## src/hdl/bp_pkg.sv

```systemverilog
`default_nettype none

package bp_pkg;

    //////////////////////////////////////////////////////////////////////
    // Address and table geometry
    //////////////////////////////////////////////////////////////////////

    localparam int addr_width   = 32;

    // Pair index comes from pc[hash_depth+2:3]
    localparam int hash_depth   = 5;
    localparam int hash_entries = 1 << hash_depth;

    //////////////////////////////////////////////////////////////////////
    // History word and guess log entry
    //////////////////////////////////////////////////////////////////////

    localparam int para_width  = 10;
    localparam int hist_hi     = 9;
    localparam int hist_lo     = 8;
    localparam int num_ctrs    = 4;

    // Initial counter values for a freshly allocated entry
    localparam logic [1:0] ctr_weak_taken = 2'b10;
    localparam logic [1:0] ctr_weak_not   = 2'b01;

    // Slot 1 speculative history in [3:2], slot 2 in [1:0]
    localparam int guess_width = 4;

    //////////////////////////////////////////////////////////////////////
    // Instruction fields and info word
    //////////////////////////////////////////////////////////////////////

    localparam int offset_width = 26;

    typedef enum logic [5:0] {
        op_other  = 6'h00,
        op_jump   = 6'h02,
        op_branch = 6'h04
    } opcode_t;

    // Target word address sits above the two kind bits
    localparam int info_target_lsb = 2;
    localparam int info_uncond_bit = 1;
    localparam int info_cond_bit   = 0;

endpackage

`default_nettype wire

```

## src/hdl/branch_predecode.sv

```systemverilog
`default_nettype none

module branch_predecode (
    input  wire [bp_pkg::addr_width-1:0] pc_now,
    input  wire [31:0]                   inst1,
    input  wire [31:0]                   inst2,
    output logic                         exist1,
    output logic                         exist2,
    output logic [bp_pkg::addr_width-1:0] info1,
    output logic [bp_pkg::addr_width-1:0] info2
);
    import bp_pkg::*;

    //////////////////////////////////////////////////////////////////////
    // Per-slot decode
    //////////////////////////////////////////////////////////////////////

    // Builds the info word for one slot, all zero for a non-branch
    function automatic logic [addr_width-1:0] decode_slot(
        input logic [addr_width-1:0] slot_pc,
        input logic [31:0]           inst
    );
        opcode_t               op;
        logic [addr_width-1:0] disp;
        logic [addr_width-1:0] target;
        logic [addr_width-1:0] info;
        op   = opcode_t'(inst[31:offset_width]);
        // Word offset, sign extended and scaled to bytes
        disp = {{(addr_width-offset_width-2){inst[offset_width-1]}},
                inst[offset_width-1:0], 2'b00};
        target = slot_pc + disp;
        info   = '0;
        case (op)
            op_jump: begin
                info[addr_width-1:info_target_lsb] =
                    target[addr_width-1:info_target_lsb];
                info[info_uncond_bit] = 1'b1;
            end
            op_branch: begin
                info[addr_width-1:info_target_lsb] =
                    target[addr_width-1:info_target_lsb];
                info[info_cond_bit] = 1'b1;
            end
            default: info = '0;
        endcase
        return info;
    endfunction

    //////////////////////////////////////////////////////////////////////
    // Slot addresses within the aligned pair
    //////////////////////////////////////////////////////////////////////

    logic [addr_width-1:0] slot1_pc;
    logic [addr_width-1:0] slot2_pc;

    assign slot1_pc = {pc_now[addr_width-1:3], 3'b000};
    assign slot2_pc = {pc_now[addr_width-1:3], 3'b100};

    assign info1 = decode_slot(slot1_pc, inst1);
    assign info2 = decode_slot(slot2_pc, inst2);

    // A slot is a branch exactly when one of its kind bits is set
    assign exist1 = info1[info_uncond_bit] | info1[info_cond_bit];
    assign exist2 = info2[info_uncond_bit] | info2[info_cond_bit];

endmodule

`default_nettype wire

```

## src/hdl/branch_predictor_top.sv

```systemverilog
`default_nettype none

module branch_predictor_top (
    input  wire                           clk,
    input  wire                           rstn,
    input  wire                           en,
    input  wire [bp_pkg::addr_width-1:0]  pc_now,
    input  wire [31:0]                    inst1,
    input  wire [31:0]                    inst2,
    input  wire                           ex_vld,
    input  wire                           ex_wrong,
    input  wire [bp_pkg::addr_width-1:0]  ex_pc,
    input  wire                           ex_taken,
    output logic [bp_pkg::addr_width-1:0] pc_new,
    output logic                          branch,
    output logic                          reason
);
    import bp_pkg::*;

    //////////////////////////////////////////////////////////////////////
    // Interconnect
    //////////////////////////////////////////////////////////////////////

    logic                  exist1;
    logic                  exist2;
    logic [addr_width-1:0] info1;
    logic [addr_width-1:0] info2;
    logic                  past_vld1;
    logic                  past_vld2;
    logic [para_width-1:0] past1;
    logic [para_width-1:0] past2;

    // Decode the fetched pair
    branch_predecode branch_predecode_i (
        .pc_now (pc_now),
        .inst1  (inst1),
        .inst2  (inst2),
        .exist1 (exist1),
        .exist2 (exist2),
        .info1  (info1),
        .info2  (info2)
    );

    // Learned histories, trained from execute
    pattern_history_table pattern_history_table_i (
        .clk       (clk),
        .rstn      (rstn),
        .pc_now    (pc_now),
        .ex_vld    (ex_vld),
        .ex_pc     (ex_pc),
        .ex_taken  (ex_taken),
        .past_vld1 (past_vld1),
        .past_vld2 (past_vld2),
        .past1     (past1),
        .past2     (past2)
    );

    predict_unit predict_unit_i (
        .clk       (clk),
        .rstn      (rstn),
        .en        (en),
        .pc_now    (pc_now),
        .exist1    (exist1),
        .exist2    (exist2),
        .info1     (info1),
        .info2     (info2),
        .past_vld1 (past_vld1),
        .past_vld2 (past_vld2),
        .past1     (past1),
        .past2     (past2),
        .ex_wrong  (ex_wrong),
        .pc_new    (pc_new),
        .branch    (branch),
        .reason    (reason)
    );

endmodule

`default_nettype wire

```

## src/hdl/guess_log_ram.sv

```systemverilog
`default_nettype none

module guess_log_ram (
    input  wire                            clk,
    input  wire                            wt_en,
    input  wire [bp_pkg::hash_depth-1:0]   wtaddr,
    input  wire [bp_pkg::guess_width-1:0]  wtdata,
    input  wire [bp_pkg::hash_depth-1:0]   raddr,
    output logic [bp_pkg::guess_width-1:0] rdata
);
    import bp_pkg::*;

    //////////////////////////////////////////////////////////////////////
    // Storage
    //////////////////////////////////////////////////////////////////////

    // One entry per fetch pair
    logic [guess_width-1:0] mem [hash_entries];

    // Write lands at the clock edge
    always_ff @(posedge clk) begin
        if (wt_en) begin
            mem[wtaddr] <= wtdata;
        end
    end

    // Asynchronous read, so the predict path sees it in the same cycle
    assign rdata = mem[raddr];

endmodule

`default_nettype wire

```

## src/hdl/pattern_history_table.sv

```systemverilog
`default_nettype none

module pattern_history_table (
    input  wire                           clk,
    input  wire                           rstn,
    input  wire [bp_pkg::addr_width-1:0]  pc_now,
    input  wire                           ex_vld,
    input  wire [bp_pkg::addr_width-1:0]  ex_pc,
    input  wire                           ex_taken,
    output logic                          past_vld1,
    output logic                          past_vld2,
    output logic [bp_pkg::para_width-1:0] past1,
    output logic [bp_pkg::para_width-1:0] past2
);
    import bp_pkg::*;

    logic [para_width-1:0]   hist1 [hash_entries];
    logic [para_width-1:0]   hist2 [hash_entries];
    logic [hash_entries-1:0] vld1;
    logic [hash_entries-1:0] vld2;

    logic [hash_depth-1:0]   rd_idx;
    logic [hash_depth-1:0]   ex_idx;
    logic                    ex_slot2;
    logic [para_width-1:0]   old_word;
    logic                    old_vld;
    logic [para_width-1:0]   new_word;

    //////////////////////////////////////////////////////////////////////
    // Training rule
    //////////////////////////////////////////////////////////////////////

    function automatic logic [para_width-1:0] train_word(
        input logic [para_width-1:0] old,
        input logic                  was_vld,
        input logic                  taken
    );
        logic [para_width-1:0] word;
        logic [1:0]            hist;
        logic [1:0]            ctr;
        word = old;
        hist = old[hist_hi:hist_lo];
        if (!was_vld) begin
            // Fresh entry, every counter weak toward the outcome
            for (int k = 0; k < num_ctrs; k++) begin
                word[2*k +: 2] = taken ? ctr_weak_taken : ctr_weak_not;
            end
            word[hist_hi:hist_lo] = {taken, taken};
        end else begin
            ctr = old[2*hist +: 2];
            if (taken && ctr != 2'b11) begin
                ctr = ctr + 2'd1;
            end else if (!taken && ctr != 2'b00) begin
                ctr = ctr - 2'd1;
            end
            word[2*hist +: 2]     = ctr;
            word[hist_hi:hist_lo] = {old[hist_lo], taken};
        end
        return word;
    endfunction

    // Read port, same cycle as pc_now
    assign rd_idx    = pc_now[hash_depth+2:3];
    assign past_vld1 = vld1[rd_idx];
    assign past_vld2 = vld2[rd_idx];
    assign past1     = hist1[rd_idx];
    assign past2     = hist2[rd_idx];

    // Write side from the execute stage
    assign ex_idx   = ex_pc[hash_depth+2:3];
    assign ex_slot2 = ex_pc[2];
    assign old_word = ex_slot2 ? hist2[ex_idx] : hist1[ex_idx];
    assign old_vld  = ex_slot2 ? vld2[ex_idx] : vld1[ex_idx];
    assign new_word = train_word(old_word, old_vld, ex_taken);

    always_ff @(posedge clk) begin
        if (!rstn) begin
            vld1 <= '0;
            vld2 <= '0;
        end else if (ex_vld) begin
            if (ex_slot2) begin
                vld2[ex_idx] <= 1'b1;
            end else begin
                vld1[ex_idx] <= 1'b1;
            end
        end
    end

    always_ff @(posedge clk) begin
        if (ex_vld) begin
            if (ex_slot2) begin
                hist2[ex_idx] <= new_word;
            end else begin
                hist1[ex_idx] <= new_word;
            end
        end
    end

    // Resolved pcs from execute are always word aligned
    ex_pc_aligned_a: assert property (@(posedge clk) disable iff (!rstn)
        ex_vld |-> ex_pc[1:0] == 2'b00);

endmodule

`default_nettype wire

```

## src/hdl/predict_unit.sv

```systemverilog
`default_nettype none

module predict_unit (
    input  wire                           clk,
    input  wire                           rstn,
    input  wire                           en,
    input  wire [bp_pkg::addr_width-1:0]  pc_now,
    input  wire                           exist1,
    input  wire                           exist2,
    input  wire [bp_pkg::addr_width-1:0]  info1,
    input  wire [bp_pkg::addr_width-1:0]  info2,
    input  wire                           past_vld1,
    input  wire                           past_vld2,
    input  wire [bp_pkg::para_width-1:0]  past1,
    input  wire [bp_pkg::para_width-1:0]  past2,
    input  wire                           ex_wrong,
    output logic [bp_pkg::addr_width-1:0] pc_new,
    output logic                          branch,
    output logic                          reason
);
    import bp_pkg::*;

    logic [hash_depth-1:0]   idx;
    logic [guess_width-1:0]  log_rdata;
    logic [guess_width-1:0]  log_wdata;
    logic [hash_entries-1:0] guess1;
    logic [hash_entries-1:0] guess2;

    logic [1:0] hist_used1;
    logic [1:0] hist_used2;
    logic       taken1;
    logic       taken2;
    logic       at_half;
    logic       set_guess1;
    logic       set_guess2;
    logic [addr_width-1:0] chosen;

    //////////////////////////////////////////////////////////////////////
    // Per-slot decision helpers
    //////////////////////////////////////////////////////////////////////

    // Direction bit of the counter that the history points at
    function automatic logic learned_dir(
        input logic [para_width-1:0] word,
        input logic [1:0]            hist
    );
        return word[2*hist + 1];
    endfunction

    function automatic logic slot_taken(
        input logic                  exist,
        input logic                  vld,
        input logic [para_width-1:0] word,
        input logic [1:0]            hist,
        input logic [addr_width-1:0] info,
        input logic [addr_width-1:0] pc
    );
        logic backward;
        backward = info[addr_width-1:info_target_lsb] < pc[addr_width-1:info_target_lsb];
        if (!exist) begin
            return 1'b0;
        end else if (vld) begin
            return learned_dir(word, hist);
        end else begin
            // Static rule takes jumps, then backward branches
            return info[info_uncond_bit] | backward;
        end
    endfunction

    //////////////////////////////////////////////////////////////////////
    // Guess log
    //////////////////////////////////////////////////////////////////////

    assign idx = pc_now[hash_depth+2:3];

    guess_log_ram guess_log_ram_i (
        .clk    (clk),
        .wt_en  (en),
        .wtaddr (idx),
        .wtdata (log_wdata),
        .raddr  (idx),
        .rdata  (log_rdata)
    );

    // While guessing, the log replaces the table history
    assign hist_used1 = guess1[idx] ? log_rdata[3:2] : past1[hist_hi:hist_lo];
    assign hist_used2 = guess2[idx] ? log_rdata[1:0] : past2[hist_hi:hist_lo];

    assign taken1 = slot_taken(exist1, past_vld1, past1, hist_used1, info1, pc_now);
    assign taken2 = slot_taken(exist2, past_vld2, past2, hist_used2, info2, pc_now);

    //////////////////////////////////////////////////////////////////////
    // Outputs
    //////////////////////////////////////////////////////////////////////

    // Entering mid-pair, only slot 2 counts
    assign at_half = pc_now[2];
    assign branch  = at_half ? taken2 : (taken1 | taken2);
    assign reason  = at_half | (~taken1 & taken2);

    assign chosen = reason ? info2 : info1;
    assign pc_new = branch ? {chosen[addr_width-1:info_target_lsb], 2'b00}
                           : {pc_now[addr_width-1:3], 3'b000} + addr_width'(8);

    //////////////////////////////////////////////////////////////////////
    // Speculative state update
    //////////////////////////////////////////////////////////////////////

    // Shift the predicted outcome into each slot's history
    assign log_wdata = {hist_used1[0], branch & ~reason,
                        hist_used2[0], branch & reason};

    assign set_guess1 = ~at_half & exist1 & past_vld1 & info1[info_cond_bit];
    assign set_guess2 = ~taken1 & exist2 & past_vld2 & info2[info_cond_bit];

    always_ff @(posedge clk) begin
        if (!rstn) begin
            guess1 <= '0;
            guess2 <= '0;
        end else if (en) begin
            if (ex_wrong) begin
                // Mispredict drops back to table history everywhere
                guess1 <= '0;
                guess2 <= '0;
            end else begin
                guess1[idx] <= guess1[idx] | set_guess1;
                guess2[idx] <= guess2[idx] | set_guess2;
            end
        end
    end

    // A guess flag only ever sits on top of a trained table entry
    guess_needs_table_a: assert property (@(posedge clk) disable iff (!rstn)
        (!guess1[idx] || past_vld1) && (!guess2[idx] || past_vld2));

    // A redirect from slot 2 needs a decoded branch there
    reason_needs_exist2_a: assert property (@(posedge clk) disable iff (!rstn)
        (branch && reason) |-> exist2);

endmodule

`default_nettype wire

```

## config.mk

```make
export PLATFORM = sky130hd
export DESIGN_NAME = branch_predictor_top
export DESIGN_NICKNAME = d
export VERILOG_FILES = /design/src/hdl/bp_pkg.sv /design/src/hdl/branch_predecode.sv /design/src/hdl/branch_predictor_top.sv /design/src/hdl/guess_log_ram.sv /design/src/hdl/pattern_history_table.sv /design/src/hdl/predict_unit.sv
export SDC_FILE = /design/constraint.sdc
export NUM_CORES = 2
export LEC_CHECK = 0
export ABC_CLOCK_PERIOD_IN_PS = 22200
export BUFFER_PORTS_ARGS = -buffer_cell sky130_fd_sc_hd__buf_2
export CAP_MARGIN = 30
export CORE_MARGIN = 10
export CORE_UTILIZATION = 55
export CTS_CLUSTER_SIZE = 40
export DETAILED_ROUTE_END_ITERATION = 10
export PLACE_DENSITY = 0.72
export SLEW_MARGIN = 10
export SYNTH_ARGS = -nofsm -noshare
export SYNTH_HDL_FRONTEND = slang
export SYNTH_SLANG_ARGS = --single-unit
```

## constraint.sdc

```tcl
create_clock -name clk -period 22.2 [get_ports clk]
set_input_delay 4.44 -clock clk [delete_from_list [all_inputs] [get_ports clk]]
set_output_delay 4.44 -clock clk [all_outputs]
set_load 0.01 [all_outputs]
```

---- After elaboration in Yosys (flattened, before gate mapping) ----
Memory sizes are Yosys's and may differ from the RTL's.
Cells that the tools add are included.
W data, S select, Z words.
word-level totals
  output and inout bits ................... 34
  input bits .............................. 134
  logic and storage cells ................. 119
  ROM bits ................................ 0
  memories kept ........................... 3
  latch bits .............................. 0
  bits in registers ....................... 128
  memory bits (writable) .................. 768
operators by class
  bitwise gates (word level) .............. 23
  $mul .................................... 0
  muxes and demuxes ....................... 55
  reductions and logical operators ........ 10
  shift-type cells ........................ 3
  eq/ne operators ......................... 5
  div/mod/pow operators ................... 0
  magnitude comparators ................... 8
  $add $sub $neg .......................... 8
memories
  memory                              words  bits a word  rd ports  clocked after memory_dff  wr ports  line                         RTL
  pattern_history_table_i.hist1       32     10           2         0                         1         pattern_history_table.sv:17  logic [para_width-1:0] hist1 [hash_entries];
  pattern_history_table_i.hist2       32     10           2         0                         1         pattern_history_table.sv:18  logic [para_width-1:0] hist2 [hash_entries];
  predict_unit_i.guess_log_ram_i.mem  32     4            1         0                         1         guess_log_ram.sv:18          logic [guess_width-1:0] mem [hash_entries];
operators with widths
  cell                       number
  $mux W32                   4
  $add A32 B32 Y32           2
  $bwmux W32                 2
  $lt A32 B5 Y1 const B      2
  $or A32 B32 Y32            2
  $lt A30 B30 Y1             2
  $mux W30                   2
  $neg A3 Y34                1
  $shift A2 B34 Y10 const A  1
  $shiftx A2 B34 Y10         1
  $add A32 B4 Y32 const B    1
  $bmux W1 S5                6
  $mux W1                    28
  $mux W10                   2
  $eq A6 B2 Y1 const B       2
  $eq A6 B3 Y1 const B       2
  $lt A5 B6 Y1 const B       2
  $mux W2                    6
  $bwmux W10                 1
  $demux W1 S5               2
  $ge A5 B1 Y1 const B       2
  $shiftx A10 B4 Y2          1
  $and A1 B1 Y1              9
  $add A3 B1 Y4 const B      2
  other kinds (11)           27

---- Logic depth before layout (Yosys ltp) ----
  word-level depth ........................ 15
  gate-level depth with buffers ........... 28
  gate-level depth less buffers ........... 22

---- Hierarchy ----
From an unflattened synthesis, not the netlist that was laid out.
unflattened totals
  cells, all modules ...................... 3237
  area total of the unflattened synthesis .. 48235.0 um^2
modules (own cells, without submodules)
  module                 times used  cells each  sequential area each (um^2)  area an instance (um^2)
  pattern_history_table  1           1756        20499.7                      33373.3
  predict_unit           1           733         1281.2                       6324.8
  guess_log_ram          1           227         3843.7                       5058.6
  branch_predecode       1           521         0.0                          3478.3

---- Least setup slack after synthesis ----
OpenSTA, ideal clock, no wires.
  kind .................................... in2out
  start ................................... in pc_now[4] (netlist name)
  end ..................................... out pc_new[12] (netlist name)
  slack ................................... 8.371 ns
  data arrival time ....................... 9.389 ns
  path buffers ............................ 7
  cell stages on the path ................. 27
  cells stage by stage .................... buf_4 > buf_6 > buf_6 > buf_6 > buf_6 > inv_2 > fa_1 > nor2b_1 > o2111ai_1 > nor4bb_1 > o31ai_1 > a31oi_1 > o21bai_1 > a21oi_1 > xnor2_1 > and2_1 > ha_1 > a21o_1 > a211oi_1 > o2111ai_1 > a211oi_1 > nor3_1 > nor3_2 > buf_2 > buf_2 > nand2_1 > o21ai_1
on the way
  cells in the longest elaborated chain, start to end .. 13
ends and longest elaborated chain
  element                                                                    line                        RTL
  from (decl)                                                                branch_predictor_top.sv:7   input wire [bp_pkg::addr_width-1:0] pc_now,
  parallel branches: the longest is 12 deep, another holds $add A32 B32 Y32  -
  $mux W32 *                                                                 predict_unit.sv:102         assign pc_new = branch ? {chosen[addr_width-1:info_target_lsb], 2'b00}
  to (decl)                                                                  branch_predictor_top.sv:14  output logic [bp_pkg::addr_width-1:0] pc_new,
Every way passes the cells marked *. The select of a mux whose other input is x is not followed.

---- Worst setup path in the final report ----
  start ................................... in pc_now[4] (netlist name)
  end ..................................... out pc_new[3] (netlist name)
The elaborated chain is that of the path after synthesis.

==> metrics.md <==
| Metric | Value |
|---|---|
| Setup Buffers After CTS | 0 |
| Clk sinks | 896 |
| Post-Syn Area | 0.0451 sq mm |
| Data required, critical path | 17760 ps |
| Syn avg cell area | 14.0 sq um |
| Async SR Flop Fraction | 0 |
| Commonest cells after routing, fill and taps aside | 768 x edfxtp_1, 313 x mux2i_1, 212 x mux4_2 |
| Post-cts repair resize count | 0 |
| Hold WS | 457 ps |
| Initial core utilization | 0.557 |
| Area post-placement | 0.0474 sq mm |
| Die Height | 306 um |
| Max Root-Sink Buffers | 3 |
| Fin. max-slew vios | 0 |
| Top cells by area, synth | edfxtp_1 51%, mux4_2 11%, mux2i_1 6.9% |
| Status | complete, no violations |
| Clock root buffer | clkbuf_16 |
| Initial antenna violation count | 6 |
| Max Clk Rate | 0.0640 GHz |
| TritonRoute pass-1 iters | 6 |
| Wire per inst | 30.4 um |
| P&R area growth vs syn | 12.7% |
| Synth cell types | 89 |
| Total wire length | 138 mm |
| Post-CTS Hold Buffers | 0 |
| PortBufs | 137 |
| Worst-margin pin slew | 1260 ps |
| Share of cells above drive strength 1 | 0.205 |
| Die width | 306 um |
| Largest net degree at the start of global routing | 137 |
| GRT Residual Overflow | 0 |
| Most common cell after layout, fill and taps aside | edfxtp_1 |
| Setup TNS | 0 ps |
| Worst VDD drop | 0.0887 mV |
| Fill cells | 5892 |
| Tmin final | 15620 ps |
| RSZ-0062 raised after global routing | false |
| Crit. End Element | primary output |
| Row count | 104 |
| Instance count of the mapped netlist | 3229 |
| Synth Flop Type | edfxtp_1 |
| CTS tree | built |
| DRC | 0 |
| Startpoint types | input pin |
| Register area share after synthesis | 0.568 |
| Setup-failing EPs final | 0 |
| 1st-iter DRT viols | 4107 |
| GRT Resource Usage Total | 0.287 |
| FF-to-FF setup slack | 17240 ps |
| Final HPWL DP | 92.9 mm |
| Post-synth EDFFs | 768 |
| Layout Nets | 3658 |
| Die area | 0.0939 sq mm |
| Setup Skew | 60.5 ps |
| Routed Antenna Nets | 0 |
| Max-Cap Viols | 0 |
| Via count | 31200 |
| Static leakage | 18.0 nW |
| Final Cycle Share | 0.704 |
| Number of synthesized register bits | 896 |
| First-pass GRT wire length | 202 mm |
| Crit-path max FO | 98 |
| Cell area after layout | 0.0509 sq mm |
| Register area | 0.0256 sq mm |
| Max_slew headroom | 0.158 |
| Post-synth top area share | 0.511 |
| Synth area leader | edfxtp_1 |
| Total CTS buffers | 93 |
| Reg clk slew, reported paths | 50 ps |
| Global placer's final weighted congestion | 0.939 |
| Vias in the first global route | 31200 |
| Multi-input logic area | 0.0184 sq mm |
| Syn. warnings | 0 |
| H-tree depth | 3 |
| Avg Vias per Cell | 6.86 |
| # IOs | 168 |
| Power density over cell area | 77.5 mW/mm^2 |
| Skew-Pair Late Insertion Delay | 690 ps |
| Hold Vio Cnt, Final | 0 |
| Arrival time worst endpoint | 11180 ps |
| CORE AREA | 0.0809 sq mm |
| Min-Delay Path Class | reg -> reg |
| Setup CP Type | in -> out |
## per-layer routing
layer | up-vias | global-route usage | wire length (um)
met5 | - | 0 | 47
met4 | 6 | 0.139 | 6970
met3 | 384 | 0.0593 | 14300
met2 | 1925 | 0.462 | 65300
met1 | 15700 | 0.370 | 51300
li1 | 13200 | - | -
## kinds of logic after synthesis
logic type	after synthesis	synth area share
adder cells (fa/ha/maj)	126	0.0353
other	1	0.0000831
multiplexers	553	0.182
AO/OA/AOI/OAI	603	0.0901
flip-flops	896	0.568
AND/OR/NAND/NOR	725	0.0821
XOR/XNOR	67	0.0130
buffers and inverters	258	0.0290
## path summary, 6_finish.rpt
| check | start | end | cells past startpoint |
|---|---|---|---|
| setup / recovery | pc_now[4] | pc_new[3] | 20 |
| hold / removal | predict_unit_i.guess2[29] | predict_unit_i.guess2[29] | 2 |
| setup reg to reg | pattern_history_table_i.hist2[23][8] | pattern_history_table_i.hist1[28][2] | 11 |
| hold reg to reg | predict_unit_i.guess2[29] | predict_unit_i.guess2[29] | 2 |
## power breakdown
part           internal (mW)  switching (mW)  total, mW
combinational          0.151           0.283      0.434
clock                  0.957           0.679       1.64
sequential              1.87         0.00301       1.87
total                   2.98           0.965       3.94
## through the flow
step | total power, mW | cells | util | setup slack, ps
global route | 4.05 | 4538 | 0.628 | 6200
detailed placement | 2.33 | 4351 | 0.586 | 6600
floorplan | 2.19 | 3230 | - | 8370
finish | 3.94 | 4540 | 0.628 | 6580
CTS | 3.94 | 4524 | 0.626 | 6550
global placement | 2.31 | 4331 | 0.581 | 6560
## sequential cells by signal, indices dropped and copies added (netlist names)
signal / count
pattern_history_table_i.hist1: 320
pattern_history_table_i.hist2: 320
predict_unit_i.guess_log_ram_i.mem: 128
pattern_history_table_i.vld1: 32
predict_unit_i.guess1: 32
predict_unit_i.guess2: 32
pattern_history_table_i.vld2: 32
## cell usage after synthesis (43+ instances only)
cell / count
o22ai_1: 72
edfxtp_1: 768
nand3_1: 95
ha_1: 124
clkbuf_1: 66
xnor2_1: 48
nor3_1: 43
o21ai_0: 62
nand2_1: 163
o21a_1: 77
dfxtp_1: 128
mux2i_1: 313
nor2_1: 205
nand4_1: 43
a21oi_1: 94
inv_1: 76
mux4_2: 212
a22oi_1: 100
buf_2: 49
## area by class of cell
| class | instances | area share |
|---|---|---|
| clock buffers | 113 | 0.0501 |
| multi-input cells | 2076 | 0.362 |
| inverters | 77 | 0.00568 |
| diodes | 4 | 0.000197 |
| repair buffers | 254 | 0.0378 |
| well taps | 1060 | 0.0261 |
| flip-flops and latches | 896 | 0.504 |
| clock inverters | 60 | 0.0140 |
## critical path, cell delays in order
cell and delay, ps:
buf_8 470, buf_12 510, ha_1 360, a211oi_1 280
o21a_1 190, o31ai_1 130, o31ai_1 610, a2bb2oi_1 500
o21ai_0 200, and2_1 190, nor3_1 250, ha_1 300
a211oi_1 420, o2111ai_1 270, a211oi_1 430, nor3_1 160
nor3_4 150, buf_4 510, mux2i_1 430, buf_2 210
(Power assumes the default switching activity.)
